File: src/spindle_pkg.sv
`default_nettype none

package spindle_pkg;

	typedef logic signed [31:0] len_t;   // Q8.24
	typedef logic [31:0] gain_t;         // Q16.16
	typedef logic [15:0] drive_t;        // pulses per second
	typedef logic [31:0] rate_t;         // Q24.8

	typedef enum logic [1:0] {
		ph_bag1,
		ph_bag2,
		ph_chain
	} phase_t;

	localparam len_t LEN_MAX = 32'sh7fff_ffff;
	localparam len_t LEN_MIN = 32'sh8000_0000;

	localparam rate_t RATE_MAX = 32'd25600000;  // 100000 pps

	// sensory region and secondary encoder weights
	localparam len_t LSR0 = 32'sd671089;            // 0.04
	localparam len_t II_SENS_FRAC = 32'sd11744051;  // 0.7
	localparam len_t II_POLAR_FRAC = 32'sd264912;   // 0.01579
	localparam len_t II_REST_SUM = 32'sd16106127;   // 0.96
	localparam len_t MIX_PARTIAL = 32'sd2617246;    // 0.156

	localparam len_t X1_RESET = 32'sd16070895;      // 0.9579

	// fiber mechanics, common to all fibers
	localparam len_t KSR = 32'sd175571888;     // 10.4649
	localparam len_t MASS = 32'sd3355;         // 0.0002
	localparam len_t OFFSET_F = 32'sd6710886;  // 0.4

	// per fiber: ksr + kpr
	localparam len_t K_SUM_BAG1 = 32'sd177462680;   // 10.5776
	localparam len_t K_SUM_BAG2 = 32'sd178294830;   // 10.6272
	localparam len_t K_SUM_CHAIN = 32'sd178294830;

	// activation time constant reciprocals, chain has none
	localparam len_t TAU_INV_BAG1 = 32'sd112591897;  // 6.711
	localparam len_t TAU_INV_BAG2 = 32'sd81839260;   // 4.878

	// frequency squared, in drive squared units
	localparam logic [31:0] FS_SQR_BAG1 = 32'd3600;
	localparam logic [31:0] FS_SQR_BAG2 = 32'd3600;
	localparam logic [31:0] FS_SQR_CHAIN = 32'd8100;

	function automatic len_t fix_mul(input len_t a, input len_t b);
		logic signed [63:0] p;
		logic signed [63:0] s;
		p = a * b;
		s = p >>> 24;
		if (s > LEN_MAX) return LEN_MAX;
		if (s < LEN_MIN) return LEN_MIN;
		return len_t'(s[31:0]);
	endfunction

	function automatic len_t fix_div(input len_t a, input len_t b);
		logic signed [63:0] n;
		logic signed [63:0] q;
		if (b == 0) return (a < 0) ? LEN_MIN : LEN_MAX;
		n = a;
		n = n <<< 24;
		q = n / b;
		if (q > LEN_MAX) return LEN_MAX;
		if (q < LEN_MIN) return LEN_MIN;
		return len_t'(q[31:0]);
	endfunction

	// gain times length, scaled to pps and clamped to [0, RATE_MAX]
	function automatic rate_t rate_from_len(input gain_t g, input len_t l);
		logic [63:0] p;
		logic [63:0] r;
		if (l <= 0) return '0;
		p = g * $unsigned(l);
		r = p >> 32;  // Q.40 down to Q.8
		if (r > RATE_MAX) return RATE_MAX;
		return rate_t'(r[31:0]);
	endfunction

endpackage

`default_nettype wire

File: src/afferent_mixer.sv
`default_nettype none

module afferent_mixer (
	input wire clk,
	input wire reset,
	input wire rates_ready,
	input wire spindle_pkg::rate_t ia_bag1,
	input wire spindle_pkg::rate_t ia_bag2,
	input wire spindle_pkg::rate_t ia_chain,
	input wire spindle_pkg::rate_t ii_bag2,
	input wire spindle_pkg::rate_t ii_chain,
	output spindle_pkg::rate_t ia_muscle,
	output spindle_pkg::rate_t ii_muscle,
	output logic valid
);

	spindle_pkg::rate_t ia_b2c;
	spindle_pkg::rate_t ia_larger;
	spindle_pkg::rate_t ia_smaller;
	spindle_pkg::rate_t ia_partial;

	function automatic spindle_pkg::rate_t sat_rate(input logic [32:0] sum);
		if (sum > spindle_pkg::RATE_MAX) return spindle_pkg::RATE_MAX;
		return spindle_pkg::rate_t'(sum[31:0]);
	endfunction

	assign ia_b2c = sat_rate(ia_bag2 + ia_chain);

	// occlusion between bag1 and bag2 + chain
	assign ia_larger = (ia_bag1 >= ia_b2c) ? ia_bag1 : ia_b2c;
	assign ia_smaller = (ia_bag1 >= ia_b2c) ? ia_b2c : ia_bag1;
	assign ia_partial = spindle_pkg::rate_t'(spindle_pkg::fix_mul(
		spindle_pkg::len_t'(ia_smaller), spindle_pkg::MIX_PARTIAL));

	always_ff @(posedge clk or posedge reset) begin
		if (reset) begin
			ia_muscle <= '0;
			ii_muscle <= '0;
			valid <= 1'b0;
		end else begin
			valid <= rates_ready;
			if (rates_ready) begin
				ia_muscle <= sat_rate(ia_larger + ia_partial);
				ii_muscle <= sat_rate(ii_bag2 + ii_chain);
			end
		end
	end

endmodule

`default_nettype wire

File: config.mk
export PLATFORM = sky130hd
export DESIGN_NAME = afferent_mixer
export DESIGN_NICKNAME = d
export VERILOG_FILES = /design/src/spindle_pkg.sv /design/src/afferent_mixer.sv
export SDC_FILE = /design/constraint.sdc
export NUM_CORES = 1
export LEC_CHECK = 0
export BUFFER_PORTS_ARGS = -buffer_cell sky130_fd_sc_hd__buf_4
export CORE_MARGIN = 1.5
export CORE_UTILIZATION = 63
export DETAILED_ROUTE_END_ITERATION = 10
export GPL_TIMING_DRIVEN = 0
export PLACE_DENSITY = 0.95
export SLEW_MARGIN = 20
export SYNTH_ARGS = -nofsm -noshare
export SYNTH_HDL_FRONTEND = slang
export SYNTH_SLANG_ARGS = --single-unit
File: constraint.sdc
create_clock -name clk -period 2.7 [get_ports clk]
set_clock_uncertainty 0.2 [all_clocks]
set_input_delay 0.54 -clock clk [delete_from_list [all_inputs] [get_ports clk]]
set_output_delay 0.54 -clock clk [all_outputs]
set_load 0.05 [all_outputs]
-- Word level (Yosys, flattened, before mapping)
Cells that the tools add are included.
- bits in registers: 65
- input bits: 163
- add/sub/neg operators: 3
- multiply operators: 1
- magnitude comparators: 6
- muxes and demuxes: 20
- operator list (operator ; number):
    two-way mux 32 bit ; 12
    adder 32 x 32 -> 33 bit ; 3
    > comparator 33 x 25 -> 1 bit (second input constant) ; 3
    multiplier 32 x 22 -> 54 bit (second input constant) ; 1
    greater-or-equal comparator 32 bit ; 1
    > comparator 31 x 32 -> 1 bit (second input constant) ; 1
    less-than comparator 31 x 32 -> 1 bit (second input constant) ; 1
    two-way mux 1 bit ; 8

-- Depth between registers and ports, before layout
- word-level depth: 17
- mapped depth: 70
- gate-level depth less buffers: 63

-- Worst setup path after synthesis
Ideal clock, no wire load.
- path kind: input -> register
- start: input ia_bag2[0]
- end: register ia_muscle[10]
- setup time: 0.083 ns
- arrival: 15.879 ns
- data required time: 2.417 ns
- slack: -13.462 ns
- stages on the path: 65
- path buffers: 9
- path through: ha_1 > inv_1 > fa_1 > nor2b_1 > o221a_4 > o41ai_2 > xnor2_1 > or4b_1 > a2111o_1 > a311o_1 > a41o_1 > or3_1 > buf_6 > buf_12 > buf_6 > nor2_1 > ha_1 > a21oi_1 > (+29 left out) > o21ai_0 > nand2b_1 > a21oi_1 > xnor2_1 > ha_1 > clkbuf_1 > a21oi_1 > o211ai_1 > a41o_1 > a311o_1 > a41oi_1 > o21ai_0 > xor2_1 > or3_1 > nor4_2 > nand2_1 > clkbuf_1 > o22ai_1
- word-level cells in the longest chain between the ends: 17
- elaborated cells on any way between the ends: 21
- those cells by class: 2 x add/sub; 1 x mul; 5 x order compare; 13 x mux
- RTL lines (item ; line ; text):
    start, declared ; afferent_mixer.sv:8 ; input wire spindle_pkg::rate_t ia_bag2,
    adder 32 x 32 -> 33 bit (*) ; afferent_mixer.sv:27 ; assign ia_b2c = sat_rate(ia_bag2 + ia_chain);
    > comparator 33 x 25 -> 1 bit ; afferent_mixer.sv:23 ; if (sum > spindle_pkg::RATE_MAX) return spindle_pkg::RATE_MAX;
    two-way mux 1 bit ; afferent_mixer.sv:23 ;
    two-way mux 32 bit (*) ; afferent_mixer.sv:24 ; return spindle_pkg::rate_t'(sum[31:0]);
    greater-or-equal comparator 32 bit ; afferent_mixer.sv:30, afferent_mixer.sv:31 ;
    two-way mux 32 bit ; afferent_mixer.sv:31 ; assign ia_smaller = (ia_bag1 >= ia_b2c) ? ia_b2c : ia_bag1;
    multiplier 32 x 22 -> 54 bit ; spindle_pkg.sv:52 ; p = a * b;
    less-than comparator 31 x 32 -> 1 bit ; spindle_pkg.sv:55 ; if (s < LEN_MIN) return LEN_MIN;
    two-way mux 1 bit (2 in series) ; spindle_pkg.sv:55 ;
    two-way mux 32 bit ; spindle_pkg.sv:56 ; return len_t'(s[31:0]);
    two-way mux 32 bit ; spindle_pkg.sv:55 ;
    adder 32 x 32 -> 33 bit (*) ; afferent_mixer.sv:43 ; ia_muscle <= sat_rate(ia_larger + ia_partial);
    > comparator 33 x 25 -> 1 bit ; afferent_mixer.sv:23 ;
    two-way mux 1 bit ; afferent_mixer.sv:23 ;
    two-way mux 1 bit ; afferent_mixer.sv:42 ; if (rates_ready) begin
    two-way mux 32 bit (*) ; afferent_mixer.sv:24 ;
    end signal, assigned ; afferent_mixer.sv:43 ;
    end, declared ; afferent_mixer.sv:12 ; output spindle_pkg::rate_t ia_muscle,
Every way passes the cells marked *; elsewhere a longest branch is shown, timed or not. The select of a mux whose other input is x is not followed.
A chain may end at the register's enable or synchronous reset.

-- Final worst setup path
- start: input ia_bag2[6]
- end: register ia_muscle[20]
The elaborated chain is that of the path after synthesis.

==> key figures <==
STA
  – Final Hold Fails: 0
  – Hold_ws: 163.1 ps
  – Final Setup Violations: 50
  – Max Fclk: just over 60 MHz
  – Pins over their slew limit: 0
  – Crit share post-route: 5.976
  – Worst slew pin tran: 968.3 ps
  – RSZ-0062 raised after global routing: true
  – Setup ws final: -13430 ps
  – Max transition margin: 0.3476
  – Final worst path period need: between 15000 and 20000 ps

Detailed routing
  – Drt first pass iters: 6
  – Via density: 6.585
  – Number of nets with antenna violations after routing: 0
  – DRC violations left: 0
  – Vias: approximately 25000
  – Drt wl/cell: 25.72 µm
  – Final WL: between 90000 and 100000 µm
  – Initial drt markers: 2400

Synthesis
  – Sequential fraction of the synthesis area: 0.06572
  – Cell variety after synth: 87
  – Yosys top cell area share: 0.2766
  – Synth top area cells: fa_1 28%, ha_1 20%, inv_1 8.6%, dfrtp_1 6.6%, xnor2_1 4.1%
  – Async SR Flop Fraction: 1.000
  – Top cell type by total area after synthesis: fa_1
  – Top FF cell, synth: dfrtp_1
  – Yosys warning count: 0
  – Seq cells post-synth: 65
  – Synth Instances: 2875
  – EDFF count, synth: 0
  – Mapped cell area: about 0.025 mm²
  – Syn avg cell area: between 8 and 9 µm²

Placed design
  – I/O Buffers: 227
  – Dpl hpwl: around 70000 µm
  – GP Congestion: ~1

Finish
  – Layout area overhead: 26.03%
  – Layout Nets: just over 4000
  – Layout cells sized above 1: 0.2406
  – Filler cells: roughly 2400
  – Antenna cell count: 0

Clock tree
  – CTS Buf Count: 9
  – Clk slew on worst S/H paths: roughly 70 ps
  – Max clock buf depth: 2
  – Max H-tree Level: 3
  – Later-pin clock latency in the skew report: 340 ps
  – CTS Sinks: 65
  – CTS Root Cell: clkbuf_16
  – CTS tree: built

Setup path
  – Crit path capture type: register
  – CP max stage delay: slightly below 600 ps
  – Crit Path Class: input port to register
  – Crit path required time: 2770 ps
  – CP Data Arrival Time: roughly 16000 ps
  – Worst Path Max Fanout: 10
  – CP most frequent cell: fa_1
  – Worst reg-to-reg setup slack: around 1400 ps
  – CP startpoint kind: input port
  – Slowest cell on crit path: or4b_4

GRT
  – Initial antenna violation count: 2
  – Total grt overflow: 0
  – Pin count of the biggest net entering global routing: 45
  – GRT Total Usage: 0.4480
  – Via count of the first global-routing pass: between 20000 and 30000
  – Global-route wire length before repair: about 140000 µm

Floorplanning
  – Initial Util: 0.6389
  – Row count: 72
  – Die width: about 200 µm
  – Die height: between 200 and 250 µm
  – DIE AREA: approximately 0.040 mm²
  – Core ar.: around 0.039 mm²
  – I/O pin count: 228

Outcome
  – Violated checks: negative setup slack
  – Status: finished with violations

Job
  – Max-Cap Viols: 0

Worst hold path
  – Hold Crit Class: input port to register
cells in the final DEF (no fill, tap or decap), drive strengths merged, types with 44 or more instances in the layout:
cell,Yosys,layout
ha,388,388
nor2b,44,44
nand3,63,63
fa,342,342
dfrtp,65,65
a21o,70,70
a21oi,154,154
xnor2,117,117
nor2,107,107
xor2,62,62
o21ai,163,163
buf,26,368
inv,565,569
clkbuf,62,63
nand2,170,170
synthesized netlist by cell type, drive strengths merged (5+ instances only):
master	instances
inv	565
ha	388
fa	342
nand2	170
o21ai	163
a21oi	154
xnor2	117
nor2	107
a21o	70
dfrtp	65
nand3	63
clkbuf	62
xor2	62
nor2b	44
a31oi	42
o22ai	37
o21a	32
or2	28
nor3	27
buf	26
and2	24
o31ai	21
nand4	20
a211oi	19
o211ai	16
and3	15
nand2b	15
or3	13
nor3b	12
a2111oi	11
a41o	11
o21bai	11
a211o	9
nor4	8
and4	7
o22a	7
a41oi	6
mux2	5
o2111ai	5
o31a	5
o41ai	5
per-stage QoR:
stage	cells	instance area [µm²]	setup TNS, ps	utilization	setup WS, ps
CTS	3733	30620	-331920	0.7905	-12460
global placement	3628	28060	-449850	0.7243	-15470
detailed placement	3629	28080	-439680	0.7249	-15940
finish	3752	31190	-359070	0.8052	-13430
global route	3752	31190	-366560	0.8052	-13630
floorplan	2883	25700	-314150	-	-11690
path summary, 6_finish.rpt:
kind                                                start                   endpoint  cells past startpoint
worst max-delay path                           ia_bag2[6]  ia_muscle[20]$_DFFE_PP0P_                     64
worst min-delay path                          rates_ready            valid$_DFF_PP0_                      1
worst max register to register  ia_muscle[31]$_DFFE_PP0P_  ia_muscle[31]$_DFFE_PP0P_                      1
worst min register to register  ia_muscle[30]$_DFFE_PP0P_  ia_muscle[30]$_DFFE_PP0P_                      1
max in group asynchronous                           reset   ia_muscle[1]$_DFFE_PP0P_                      4
min in group asynchronous                           reset  ii_muscle[27]$_DFFE_PP0P_                      3
final cells by class:
type | count | area, µm² | area share
multi-input cells | 2165 | 23100 | 0.7405
well taps | 518 | 648.1 | 0.02078
clock buffers | 9 | 225.2 | 0.007220
repair buffers | 344 | 2729 | 0.08749
clock inverters | 7 | 62.56 | 0.002006
inverters | 565 | 2126 | 0.06815
flip-flops and latches | 65 | 1627 | 0.05215
plain buffers | 79 | 678.2 | 0.02174
critical path: cells and delay by family:
kind	cells	cell delay, ps
AOI/OAI and AO/OA	20	4300
xor gates and xnor gates	1	230
adders and majority gates	11	4320
buffers and inverters	18	2590
muxes	1	230
and+or+nand+nor	13	3880
kinds of logic after synthesis:
group | count (synthesis) | share of synthesized area
adder cells (fa/ha/maj) | 730 | 0.4728
AO/OA/AOI/OAI | 671 | 0.1799
buffers and inverters | 653 | 0.1007
AND/OR/NAND/NOR | 566 | 0.1134
XOR/XNOR | 179 | 0.06334
flip-flops | 65 | 0.06572
multiplexers | 9 | 0.003893
other | 2 | 0.0003034
per-layer routing:
layer	GRT usage	wire length (µm)	up-vias
met5	0	23	-
met4	0.2479	7690	4
met3	0.07629	9654	594
met2	0.7612	44740	1867
met1	0.5418	34380	11882
li1	-	-	10360
timing repair:
| action | in CTS | in global routing |
|---|---|---|
| setup endpoints to repair | 50 | 50 |
| setup buffers | 93 | 20 |
| pin swaps | 131 | 61 |
| hold buffers | 1 | 0 |
| resized for setup | 291 | 94 |
| hold endpoints to repair | 21 | 0 |
| gates cloned | 2 | 1 |
sequential cells by signal (all words and copies together) (netlist names):
register	flops
ia_muscle	32
ii_muscle	32
valid	1
Power is not shown: default switching activity piles up to over one toggle a cycle in this logic, so the estimate is an artifact.
